[config.mk]
export PLATFORM = sky130hd
export DESIGN_NAME = axi_burst_splitter_flat
export DESIGN_NICKNAME = d
export VERILOG_FILES = /design/src/design/axi_bus_pkg.sv /design/src/design/mem_cmd_pkg.sv /design/src/design/mem_cmd_if.sv /design/src/design/axi_burst_splitter.sv /design/src/flat_wrapper.sv
export SDC_FILE = /design/constraint.sdc
export NUM_CORES = 1
export LEC_CHECK = 0
export ABC_CLOCK_PERIOD_IN_PS = 3300
export CAP_MARGIN = 20
export CORE_UTILIZATION = 45
export CTS_BUF_LIST = sky130_fd_sc_hd__clkbuf_16
export CTS_CLUSTER_SIZE = 28
export DETAILED_ROUTE_END_ITERATION = 12
export DONT_BUFFER_PORTS = 1
export SLEW_MARGIN = 30
export SYNTH_ARGS = -nofsm -noshare
export SYNTH_HDL_FRONTEND = slang
export SYNTH_SLANG_ARGS = --single-unit
[constraint.sdc]
create_clock -name clock -period 3.3 [get_ports clock]
set_input_delay 0 -clock clock [delete_from_list [all_inputs] [get_ports clock]]
set_output_delay 0 -clock clock [all_outputs]
set_load 0.01 [all_outputs]
[src/design/axi_bus_pkg.sv]
package axi_bus_pkg;

  // AWBURST / ARBURST encoding
  typedef enum logic [1:0] {
    FIXED = 2'b00,
    INCR  = 2'b01,
    WRAP  = 2'b10
  } axi_burst_e;

  typedef enum logic [1:0] {
    OKAY   = 2'b00,
    SLVERR = 2'b10  // Read beats only
  } axi_resp_e;

  localparam int AXI_ID_BITS  = 4;
  localparam int AXI_LEN_BITS = 8;  // Beats per burst minus one

endpackage

[src/design/mem_cmd_pkg.sv]
package mem_cmd_pkg;

  // Single-beat command towards the memory controller
  typedef enum logic {
    MEM_RD = 1'b0,
    MEM_WR = 1'b1
  } mem_op_e;

  typedef enum logic [1:0] {
    IDLE     = 2'b00,  // Address channels may be granted
    WR_BURST = 2'b01,
    RD_BURST = 2'b10
  } split_state_e;

  // Read FIFO holds every beat that has been asked for
  localparam int RDFIFO_ABITS = 9;
  localparam int RDFIFO_DEPTH = 1 << RDFIFO_ABITS;

  localparam int WRFIFO_ABITS = 9;

endpackage

[src/design/mem_cmd_if.sv]
`timescale 1ns/1ps

interface mem_cmd_if
  import axi_bus_pkg::*, mem_cmd_pkg::*;
#(
  parameter int ADDRS = 32
) ();

  logic                   valid;
  mem_op_e                op;
  logic [AXI_ID_BITS-1:0] id;
  logic [ADDRS-1:0]       addr;  // Byte address of the beat
  logic                   last;
  logic                   accept;

  // Taken when valid and accept are both high
  modport source (
    output valid, op, id, addr, last,
    input  accept
  );

  modport sink (
    input  valid, op, id, addr, last,
    output accept
  );

endinterface

[src/design/axi_burst_splitter.sv]
`timescale 1ns/1ps

module axi_burst_splitter
  import axi_bus_pkg::*, mem_cmd_pkg::*;
#(
  parameter int ADDRS = 32,
  parameter int WIDTH = 32
) (
  input  logic                    clock,
  input  logic                    rst_n_i,

  input  logic                    awvalid_i,
  output logic                    awready_o,
  input  logic [ADDRS-1:0]        awaddr_i,
  input  logic [AXI_ID_BITS-1:0]  awid_i,
  input  logic [AXI_LEN_BITS-1:0] awlen_i,
  input  axi_burst_e              awburst_i,

  input  logic                    arvalid_i,
  output logic                    arready_o,
  input  logic [ADDRS-1:0]        araddr_i,
  input  logic [AXI_ID_BITS-1:0]  arid_i,
  input  logic [AXI_LEN_BITS-1:0] arlen_i,
  input  axi_burst_e              arburst_i,

  input  logic [RDFIFO_ABITS:0]   rd_level_i,
  input  logic                    rd_beat_i,

  mem_cmd_if.source               cmd_o
);

  localparam int BYTES = WIDTH / 8;

  split_state_e            state_q;
  logic                    awready_q;
  logic                    arready_q;
  logic                    prefer_rd_q;
  logic [ADDRS-1:0]        addr_q;
  logic [AXI_ID_BITS-1:0]  id_q;
  logic [AXI_LEN_BITS-1:0] len_q;
  logic [AXI_LEN_BITS-1:0] cnt_q;  // Beats left after the current one
  axi_burst_e              burst_q;
  logic [RDFIFO_ABITS:0]   rd_out_q;

  logic                    grant_wr;
  logic                    grant_rd;
  logic                    cmd_take;
  logic                    rd_issue;
  logic                    credit_ok;
  logic [RDFIFO_ABITS+1:0] credit_used;
  logic [ADDRS-1:0]        incr_addr;
  logic [ADDRS-1:0]        wrap_mask;
  logic [ADDRS-1:0]        next_addr;

  assign grant_wr = awready_q && awvalid_i;
  assign grant_rd = arready_q && arvalid_i;

  // Beats in flight plus beats already queued must fit the read FIFO
  assign credit_used = {1'b0, rd_out_q} + {1'b0, rd_level_i};
  assign credit_ok   = credit_used < (RDFIFO_ABITS+2)'(RDFIFO_DEPTH);

  assign cmd_o.valid = (state_q == WR_BURST) || ((state_q == RD_BURST) && credit_ok);
  assign cmd_o.op    = (state_q == WR_BURST) ? MEM_WR : MEM_RD;
  assign cmd_o.id    = id_q;
  assign cmd_o.addr  = addr_q;
  assign cmd_o.last  = (cnt_q == '0);

  assign cmd_take = cmd_o.valid && cmd_o.accept;
  assign rd_issue = cmd_take && (state_q == RD_BURST);

  assign awready_o = awready_q;
  assign arready_o = arready_q;

  // WRAP window is (len+1) beats, a power of two for legal bursts
  assign incr_addr = addr_q + ADDRS'(BYTES);
  assign wrap_mask = (ADDRS'(len_q) + ADDRS'(1)) * ADDRS'(BYTES) - ADDRS'(1);

  always_comb begin
    case (burst_q)
      FIXED:   next_addr = addr_q;
      WRAP:    next_addr = (addr_q & ~wrap_mask) | (incr_addr & wrap_mask);
      default: next_addr = incr_addr;
    endcase
  end

  always_ff @(posedge clock or negedge rst_n_i) begin
    if (!rst_n_i) begin
      state_q     <= IDLE;
      awready_q   <= 1'b0;
      arready_q   <= 1'b0;
      prefer_rd_q <= 1'b0;
    end else begin
      case (state_q)
        IDLE: begin
          awready_q <= 1'b0;  // Ready lasts one cycle
          arready_q <= 1'b0;
          if (grant_wr) begin
            state_q     <= WR_BURST;
            prefer_rd_q <= 1'b1;
          end else if (grant_rd) begin
            state_q     <= RD_BURST;
            prefer_rd_q <= 1'b0;
          end else if (!awready_q && !arready_q) begin
            if (awvalid_i && (!arvalid_i || !prefer_rd_q)) begin
              awready_q <= 1'b1;
            end else if (arvalid_i) begin
              arready_q <= 1'b1;
            end
          end
        end
        default: begin
          if (cmd_take && cmd_o.last) begin
            state_q <= IDLE;
          end
        end
      endcase
    end
  end

  // Burst fields, loaded at the address handshake
  always_ff @(posedge clock) begin
    if (grant_wr || grant_rd) begin
      addr_q  <= grant_wr ? awaddr_i : araddr_i;
      id_q    <= grant_wr ? awid_i : arid_i;
      len_q   <= grant_wr ? awlen_i : arlen_i;
      cnt_q   <= grant_wr ? awlen_i : arlen_i;
      burst_q <= grant_wr ? awburst_i : arburst_i;
    end else if (cmd_take) begin
      addr_q <= next_addr;
      cnt_q  <= cnt_q - 1'b1;
    end
  end

  always_ff @(posedge clock or negedge rst_n_i) begin
    if (!rst_n_i) begin
      rd_out_q <= '0;
    end else begin
      case ({rd_issue, rd_beat_i})
        2'b10:   rd_out_q <= rd_out_q + 1'b1;
        2'b01:   rd_out_q <= rd_out_q - 1'b1;
        default: rd_out_q <= rd_out_q;
      endcase
    end
  end

endmodule

[src/flat_wrapper.sv]
// flat-port wrapper written by rule: the top's interface ports become plain ports
module axi_burst_splitter_flat import axi_bus_pkg::*, mem_cmd_pkg::*;
#(
  parameter int ADDRS = 32,
  parameter int WIDTH = 32
)
  (clock, rst_n_i, awvalid_i, awready_o, awaddr_i, awid_i, awlen_i, awburst_i, arvalid_i, arready_o, araddr_i, arid_i, arlen_i, arburst_i, rd_level_i, rd_beat_i, cmd_o_valid, cmd_o_op, cmd_o_id, cmd_o_addr, cmd_o_last, cmd_o_accept);
  mem_cmd_if #(.ADDRS(ADDRS)) cmd_o_i ();
  input  logic clock;
  input  logic rst_n_i;
  input  logic awvalid_i;
  output logic awready_o;
  input  logic [ADDRS-1:0] awaddr_i;
  input  logic [AXI_ID_BITS-1:0] awid_i;
  input  logic [AXI_LEN_BITS-1:0] awlen_i;
  input  axi_burst_e awburst_i;
  input  logic arvalid_i;
  output logic arready_o;
  input  logic [ADDRS-1:0] araddr_i;
  input  logic [AXI_ID_BITS-1:0] arid_i;
  input  logic [AXI_LEN_BITS-1:0] arlen_i;
  input  axi_burst_e arburst_i;
  input  logic [RDFIFO_ABITS:0] rd_level_i;
  input  logic rd_beat_i;
  output wire logic [$bits(cmd_o_i.valid)-1:0] cmd_o_valid;
  output wire logic [$bits(cmd_o_i.op)-1:0] cmd_o_op;
  output wire logic [$bits(cmd_o_i.id)-1:0] cmd_o_id;
  output wire logic [$bits(cmd_o_i.addr)-1:0] cmd_o_addr;
  output wire logic [$bits(cmd_o_i.last)-1:0] cmd_o_last;
  input wire logic [$bits(cmd_o_i.accept)-1:0] cmd_o_accept;
  assign cmd_o_valid = cmd_o_i.valid;
  assign cmd_o_op = cmd_o_i.op;
  assign cmd_o_id = cmd_o_i.id;
  assign cmd_o_addr = cmd_o_i.addr;
  assign cmd_o_last = cmd_o_i.last;
  assign cmd_o_i.accept = cmd_o_accept;
  axi_burst_splitter #(.ADDRS(ADDRS), .WIDTH(WIDTH)) u_core (.clock(clock), .rst_n_i(rst_n_i), .awvalid_i(awvalid_i), .awready_o(awready_o), .awaddr_i(awaddr_i), .awid_i(awid_i), .awlen_i(awlen_i), .awburst_i(awburst_i), .arvalid_i(arvalid_i), .arready_o(arready_o), .araddr_i(araddr_i), .arid_i(arid_i), .arlen_i(arlen_i), .arburst_i(arburst_i), .rd_level_i(rd_level_i), .rd_beat_i(rd_beat_i), .cmd_o(cmd_o_i));
endmodule
* Yosys cells after proc, flatten, opt, wreduce, memory -nomap -nowiden *
Cells that the tools add are included.
W data, S select, Z words.

word-level totals
  flip-flop bits (word level) = 69
  logic and storage cells = 80
  input port bits = 108
  output and inout port bits = 41

cells by class
  add/subtract/negate cells = 7
  order comparisons = 1
  multiplexer cells = 26
  eq/ne operators = 7
  bitwise logic cells = 4
  reductions and logical operators = 25

operators by type and width
  kind                     number
  $mux W32                 3
  $and A32 B32 Y32         2
  $pmux W32 S2             1
  $add A32 B3 Y32 const B  1
  $not A32 Y32             1
  $or A32 B32 Y32          1
  $sub A32 B1 Y32 const B  1
  $mux W8                  3
  $pmux W10 S2             1
  $mux W1                  12
  $add A10 B10 Y11         1
  $lt A11 B10 Y1 const B   1
  $add A10 B1 Y10 const B  1
  $mux W2                  5
  $sub A10 B1 Y10 const B  1
  $add A8 B1 Y9 const B    1
  $logic_and A1 B1 Y1      8
  $logic_not A8 Y1         1
  $reduce_bool A2 Y1       4
  $sub A8 B1 Y8 const B    1
  $eq A2 B2 Y1 const B     3
  $reduce_and A2 Y1        3
  $eq A2 B1 Y1 const B     2
  $logic_not A1 Y1         4
  other kinds (5)          8

* Logic depth before layout (Yosys ltp) *
Gate-level depths: netlist (run 1).

  depth after elaboration = 8
  mapped depth = 14
  gate-level depth less buffers = 14

* Worst setup path before layout (run 1) *
Ideal clock, no wire load.

  kind = register -> register
  from = register u_core.rd_out_q[8]
  to = register u_core.rd_out_q[8]
  cell stages (with the launch flop) = 15
  library setup time = 69 ps
  data required time = 3,231 ps
  path buffers = 0
  setup slack = -171 ps
  data arrival time = 3,402 ps
  clock period less this slack = 3,471 ps
  cell sequence = dfrtp_1 -> ha_1 -> a211o_1 -> a2111oi_2 -> o21ai_2 -> nor2_1 -> nand2_1 -> ha_1 -> ha_1 -> a21o_1 -> a21oi_1 -> o21bai_1 -> a31oi_1 -> or4b_2 -> nand3_1

on the way
  cells in the longest elaborated chain, start to end = 8
  elaborated cells on any way between the ends = 12
  those cells by class = 3 x add/sub; 1 x order compare; 2 x eq/ne; 1 x mux; 5 x reduce/logical

ends and longest elaborated chain
  item                                                       RTL line                   source
  from (decl)                                                axi_burst_splitter.sv:43   logic [RDFIFO_ABITS:0] rd_out_q;
  from (signal assigned)                                     axi_burst_splitter.sv:139  2'b10: rd_out_q <= rd_out_q + 1'b1;
  from (signal assigned)                                     axi_burst_splitter.sv:140  2'b01: rd_out_q <= rd_out_q - 1'b1;
  from (signal assigned)                                     axi_burst_splitter.sv:141  default: rd_out_q <= rd_out_q;
  $add A10 B10 Y11                                           axi_burst_splitter.sv:59   assign credit_used = {1'b0, rd_out_q} + {1'b0, rd_level_i};
  $lt A11 B10 Y1                                             axi_burst_splitter.sv:60   assign credit_ok = credit_used < (RDFIFO_ABITS+2)'(RDFIFO_DEPTH);
  $logic_and A1 B1 Y1                                        axi_burst_splitter.sv:62   assign cmd_o.valid = (state_q == WR_BURST) || ((state_q == RD_BURST) && credit_ok);
  $logic_or A1 B1 Y1                                         axi_burst_splitter.sv:62
  $logic_and A1 B1 Y1                                        axi_burst_splitter.sv:68   assign cmd_take = cmd_o.valid && cmd_o.accept;
  $logic_and A1 B1 Y1                                        axi_burst_splitter.sv:69   assign rd_issue = cmd_take && (state_q == RD_BURST);
  $eq A2 B1 Y1 / $eq A2 B2 Y1 (equally long branches)        axi_burst_splitter.sv:138  case ({rd_issue, rd_beat_i})
  $pmux W10 S2 / $reduce_bool A2 Y1 (equally long branches)  -

Several ways; a longest one is shown, not always the timed one.
A chain may end at the register's enable or synchronous reset.

* Final worst setup path (run 1) *
Ends and elaborated chain as after synthesis.

==> flow_summary.toml, run 1 <==
[run_status]
outcome = "finished with violations"
violations = "hold timing"

[sta]
hold_viol_final = 1
fin_crit_ns = 3.27
skew_ns = 0.00663
finalSetupTns_ns = 0
fmax_mhz = 306
setup_viol = 0
slew_headroom_pct = 49.6
setup_ws_ns = 0.0304
fin_crit_sh_pct = 99.1
worst_slew_pin_slew_ns = 0.752
finalMaxSlewViolations = 0
worst_hold_slack_ns = -0.00508
rsz0062_at_grt = "true"

[route]
firstDrtPassIters = 5
drt-met1-wl_um = 5720
drt_iter0_markers = 272
drc = 0
wl_met3_um = 1150
vias_per_cell = 5.76
vias = 4628
highest_layer = "met4"
postRouteAntennaNets = 0
met2_length_um = 7350
routed_wirelength_um = 14600
routedWlPerCell_um = 18.1

[grt]
grt_antenna_before_repair = 1
grt_pass1_vias = 4605
grt_pass1_wl_um = 22500
track_usage_pct = 24.7
grt_start_max_net_pins = 68
overflow = 0

[setup_path]
worst_setup_path_start_kind = "register"
endpoint_kind = "register"
arrival_ns = 3.48
rr_endpoint = "u_core.rd_out_q[8]$_DFFE_PN0P_"
r2r_start = "u_core.rd_out_q[8]$_DFFE_PN0P_"
path_class = "reg -> reg"
cp_max_fo = 6
r2r_cells = 15
crit_required_ns = 3.51
rrSetupSlack_ns = 0.03

[power]
power_density_mw_per_mm2 = 906
ir_drop_v = 0.000491
total_power_mw = 5.95
p_leak_nw = 2.51

[synthesis]
muxShareOfSynthArea_pct = 2.22
synth_compound_area_share_pct = 18.6
yosysSeqAreaShare_pct = 38.2
synthArstFlopShare_pct = 21.7
synth_fa_ha_area_share_pct = 5.88
netlist_area_mm2 = 0.00523
synthCells = 583
synth-simple-area-share_pct = 23.2
syn-num-nets = 715
synth_top_family_by_area = "simple AND/OR/NAND/NOR gates"
synth_seq_cells = 69
synth.distinct_cells = 76
synth-xor-area-share_pct = 7.70
synth_ff_type = "edfxtp_1"
yosysWarnings = 0
syn_area_per_cell_um2 = 8.98
synth-edff-count = 54

[floorplan]
design.die.area_mm2 = 0.0121
die_w_um = 110
core_area_mm2 = 0.0114
io_pins = 149
die_h_um = 110
start_util_pct = 46.0
rows = 39

[place]
port_buffers = 0
place_congestion = 0.873
post-place-ws_ns = -0.236
place_inst = 717
place_area_mm2 = 0.00543
hpwl_um = 9790

[hold_path]
hold_start = "araddr_i[1]"
whs_endpoint = "u_core.cmd_o.addr[1]$_DFFE_PP_"
hp-class = "in -> reg"
hold_depth = 2

[finish]
layout-drive-gt1-share_pct = 15.0
instances_no_fill = 804
area_growth_pct = 25.5
finish.instance_area_mm2 = 0.00657
nFillCells = 1010
utilization_pct = 57.7
fin_nets = 787

[flow_run]
cap_viol_max_count = 0

[clock_network]
htreeDepth = 3
cts.sinks = 69
cts_made_buffers = 9
clkLatencyLatePin_ns = 0.34
cts-root-buf = "clkbuf_16"
cts_buffer_depth = 2
cts_tree = "built"
path_clk_slew_ns = 0.05
## synth_stat cells (all sizes together) (11+ instances only)
cell	number	share of area (%)
nand2	128	9.2
o21ai	32	3.2
inv	11	0.79
and3	13	1.6
dfrtp	15	7.2
nand3	14	1.6
ha	23	5.5
nor2	47	4.2
a21oi	54	5.8
a211oi	14	2.2
xor2	14	2.3
clkbuf	21	1.9
edfxtp	54	31
xnor2	32	5.4
## report_power, final
group	switching (mW)	total [mW]	internal, mW
logic	1.51	2.85	1.34
registers	0.517	2.00	1.49
clock network	0.365	1.09	0.729
total	2.39	5.95	3.56
## placed cells by master, fill, tap and decap left out, types with 12 or more instances in the layout
cell / n
a21oi_1: 44
nand2_1: 127
dfrtp_1: 15
inv_1: 13
xnor2_1: 32
buf_4: 28
and3_1: 12
edfxtp_1: 54
ha_1: 16
o21ai_0: 23
nor2_1: 39
xor2_1: 14
dlygate4sd3_1: 61
nand3_1: 12
## final cells by class
| class | instances | area, µm² | area share, % |
|---|---|---|---|
| antenna | 1 | 2.50 | 0.0381 |
| clock buffer | 9 | 225 | 3.43 |
| clock inverter | 7 | 106 | 1.62 |
| inverter | 12 | 45.0 | 0.686 |
| multi-input combinational | 473 | 3180 | 48.4 |
| sequential | 69 | 2000 | 30.4 |
| tap | 143 | 179 | 2.73 |
| timing repair buffer | 90 | 832 | 12.7 |
## logic make-up after synthesis
family | count (synthesis)
xor+xnor | 46
mux | 11
flops | 69
simple gates | 249
compound gates | 143
buf+inv | 41
fa+ha+maj | 24
## per-layer routing
| metal | GRT usage [%] | vias to the layer above |
|---|---|---|
| met2 | 43.2 | 173 |
| met3 | 6.40 | 28 |
| met4 | 9.62 | 0 |
| met5 | 0 | - |
| met1 | 28.6 | 2186 |
| li1 | - | 2241 |
## worst max-delay path by stage
stage,start,to,slack (ns),depth (start not counted)
6_report,u_core.rd_out_q[8]$_DFFE_PN0P_,u_core.rd_out_q[8]$_DFFE_PN0P_,0.03,15
3_3_place_gp,u_core.rd_out_q[8]$_DFFE_PN0P_,u_core.rd_out_q[9]$_DFFE_PN0P_,-0.12,14
2_1_floorplan,u_core.rd_out_q[8]$_DFFE_PN0P_,u_core.rd_out_q[8]$_DFFE_PN0P_,0.007,14
3_5_place_dp,u_core.rd_out_q[8]$_DFFE_PN0P_,u_core.rd_out_q[8]$_DFFE_PN0P_,-0.24,15
4_1_cts,u_core.rd_out_q[8]$_DFFE_PN0P_,u_core.rd_out_q[8]$_DFFE_PN0P_,0.01,15
5_1_grt,u_core.rd_out_q[8]$_DFFE_PN0P_,u_core.rd_out_q[8]$_DFFE_PN0P_,-0.13,15
## worst max-delay path, cell delays in order (launching register included)
cell and delay, ns:
dfrtp_1 0.41, ha_4 0.24, a211o_1 0.30, a2111oi_4 0.23, o21ai_2 0.12, nor2_2 0.14, nand2_2 0.09, ha_4 0.20
buf_6 0.12, fa_2 0.36, a21o_1 0.18, a21oi_2 0.17, o21bai_1 0.11, a31oi_1 0.25, or4b_4 0.18, nand3_2 0.05
## timing repair
item | CTS | global route
endpoints found under the setup margin | 5 | 6
pin swaps | 10 | 13
setup buffers | 6 | 3
hold buffers | 61 | 0
endpoints found under the hold margin | 51 | 0
resized for setup | 13 | 10
(Power assumes the default switching activity.)
==> run 2, diff against run 1 <==
--- a/config.mk
+++ b/config.mk
@@ -8,7 +8,6 @@
 export ABC_CLOCK_PERIOD_IN_PS = 3300
 export CAP_MARGIN = 20
 export CORE_UTILIZATION = 45
-export CTS_BUF_LIST = sky130_fd_sc_hd__clkbuf_16
 export CTS_CLUSTER_SIZE = 28
 export DETAILED_ROUTE_END_ITERATION = 12
 export DONT_BUFFER_PORTS = 1
==> constraint.sdc (replaced) <==
create_clock -name clock -period 3.3 [get_ports clock]
set_input_delay 0 -clock clock [delete_from_list [all_inputs] [get_ports clock]]
set_output_delay 0 -clock clock [all_outputs]
set_load 0.005 [all_outputs]
==> flow_summary.toml, run 2 (synthesis results as in run 1) <==
[run_status]
outcome = "finished, final reports clean"

[clock_network]
clkLatencyLatePin_ns = 0.33
cts_buffer_depth = 2
cts-root-buf = "clkbuf_16"
cts_tree = "built"
cts.sinks = 69
cts_made_buffers = 9
path_clk_slew_ns = 0.05
htreeDepth = 3

[route]
vias = 4580
drc = 0
drt_iter0_markers = 226
firstDrtPassIters = 5
vias_per_cell = 5.68
routed_wirelength_um = 14300
routedWlPerCell_um = 17.7
postRouteAntennaNets = 0

[setup_path]
worst_setup_path_start_kind = "register"
r2r_start = "u_core.rd_out_q[8]$_DFFE_PN0P_"
cp_max_fo = 6
arrival_ns = 3.49
path_class = "reg -> reg"
startpoint = "u_core.rd_out_q[8]$_DFFE_PN0P_"
endpoint_kind = "register"
crit_required_ns = 3.56
rr_endpoint = "u_core.rd_out_q[9]$_DFFE_PN0P_"
r2r_cells = 15
rrSetupSlack_ns = 0.07

[hold_path]
hold_depth = 2
hp-class = "in -> reg"
hold_start = "awaddr_i[26]"

[sta]
fmax_mhz = 309
slew_headroom_pct = 42.5
skew_ns = 0.00551
worst_slew_pin_slew_ns = 0.860
hold_viol_final = 0
fin_crit_ns = 3.23
fin_crit_sh_pct = 98.0
rsz0062_at_grt = "true"
finalMaxSlewViolations = 0
setup_viol = 0
worst_hold_slack_ns = 0.00937

[power]
ir_drop_v = 0.000551
p_leak_nw = 2.48
intPower_mw = 3.36
swShare_pct = 40.9
power_frac_comb_pct = 50.9
p_seq_share_pct = 34.0
pwr-share-clk_pct = 15.1
switchingPower_mw = 2.33
power_density_mw_per_mm2 = 871

[floorplan]
core_area_mm2 = 0.0114
io_pins = 149
die_w_um = 110
design.die.area_mm2 = 0.0121
die_h_um = 110
start_util_pct = 46.0
rows = 39

[grt]
overflow = 0
track_usage_pct = 23.6
grt_start_max_net_pins = 68
grt_antenna_before_repair = 1
grt_pass1_wl_um = 21700
grt_pass1_vias = 4539

[flow_run]
cap_viol_max_count = 0

[finish]
final_cell_mix = "nand2_1 (127), dlygate4sd3_1 (62), edfxtp_1 (54), a21oi_1 (46), nor2_1 (39)"
final_common_cell = "nand2_1"
instances_no_fill = 807
fin_nets = 790
nFillCells = 1008
area_growth_pct = 24.9
utilization_pct = 57.5
layout-drive-gt1-share_pct = 15.1
finish.instance_area_mm2 = 0.00653

[place]
place_area_mm2 = 0.00542
place_inst = 716
port_buffers = 0
place_congestion = 0.879
hpwl_um = 9860
-- run 2: layout make-up --
type                       instances  area [µm²]  area share, %
clock buffer                      13         240           3.68
tap                              143         179           2.74
sequential                        69        2000           30.6
clock inverter                     3        15.0          0.230
inverter                          12        45.0          0.689
multi-input combinational        473        3200           48.9
timing repair buffer              93         857           13.1
antenna                            1        2.50         0.0383
-- run 2: power groups by stage --
stage | combinational (mW) | clock, mW | sequential [mW]
floorplan | 1.93 | 0 | 1.78
global placement | 2.32 | 0 | 1.92
detailed placement | 2.42 | 0 | 1.93
CTS | 2.72 | 0.866 | 1.93
global route | 3.22 | 0.902 | 2.00
finish | 2.90 | 0.856 | 1.94
-- run 2: through the flow --
stage	power, mW	setup slack (ns)	setup TNS, ns
3_3_place_gp	4.24	-0.109	-0.252
6_report	5.69	0.0654	0
4_1_cts	5.51	0.00138	0
2_1_floorplan	3.71	0.00656	0
3_5_place_dp	4.35	-0.225	-0.659
5_1_grt	6.12	-0.105	-0.272
-- run 2: worst max path at each step --
stage / end / slack, ns / cells past startpoint
after floorplan: u_core.rd_out_q[8]$_DFFE_PN0P_ / 0.007 / 14
after global placement: u_core.rd_out_q[9]$_DFFE_PN0P_ / -0.11 / 14
after detailed placement: u_core.rd_out_q[9]$_DFFE_PN0P_ / -0.22 / 14
after CTS: u_core.rd_out_q[6]$_DFFE_PN0P_ / 0.001 / 15
after global routing: u_core.rd_out_q[9]$_DFFE_PN0P_ / -0.11 / 14
final: u_core.rd_out_q[9]$_DFFE_PN0P_ / 0.07 / 15
-- run 2: per-layer routing --
metal / track usage, % / part of all wire, % / vias to the layer above
met1: 27.8 / 42 / 2171
met5: 0 / 0 / -
li1: - / - / 2249
met4: 8.95 / 1.8 / 0
met2: 41.5 / 50 / 142
met3: 5.39 / 6.7 / 18
-- run 2: what timing repair did --
| item | CTS | global route |
|---|---|---|
| gates resized for setup | 12 | 14 |
| gates cloned | 0 | 0 |
| hold buffers | 62 | 0 |
| pin swaps | 10 | 13 |
| endpoints found under the hold margin | 53 | 0 |
| setup endpoints to repair | 5 | 8 |
| buffers inserted | 6 | 6 |
-- run 2: worst max-delay path, cell delays in order (launching register included) --
cell and delay, ns:
dfrtp_1 0.41, ha_4 0.30, and4_4 0.25, buf_4 0.11, o211ai_1 0.07, a21oi_1 0.23, nor2_2 0.09, nand2_2 0.08
ha_4 0.20, ha_4 0.22, a211oi_2 0.30, o21ai_2 0.14, a211oi_4 0.28, o32ai_2 0.13, a21oi_1 0.21, xnor2_1 0.13
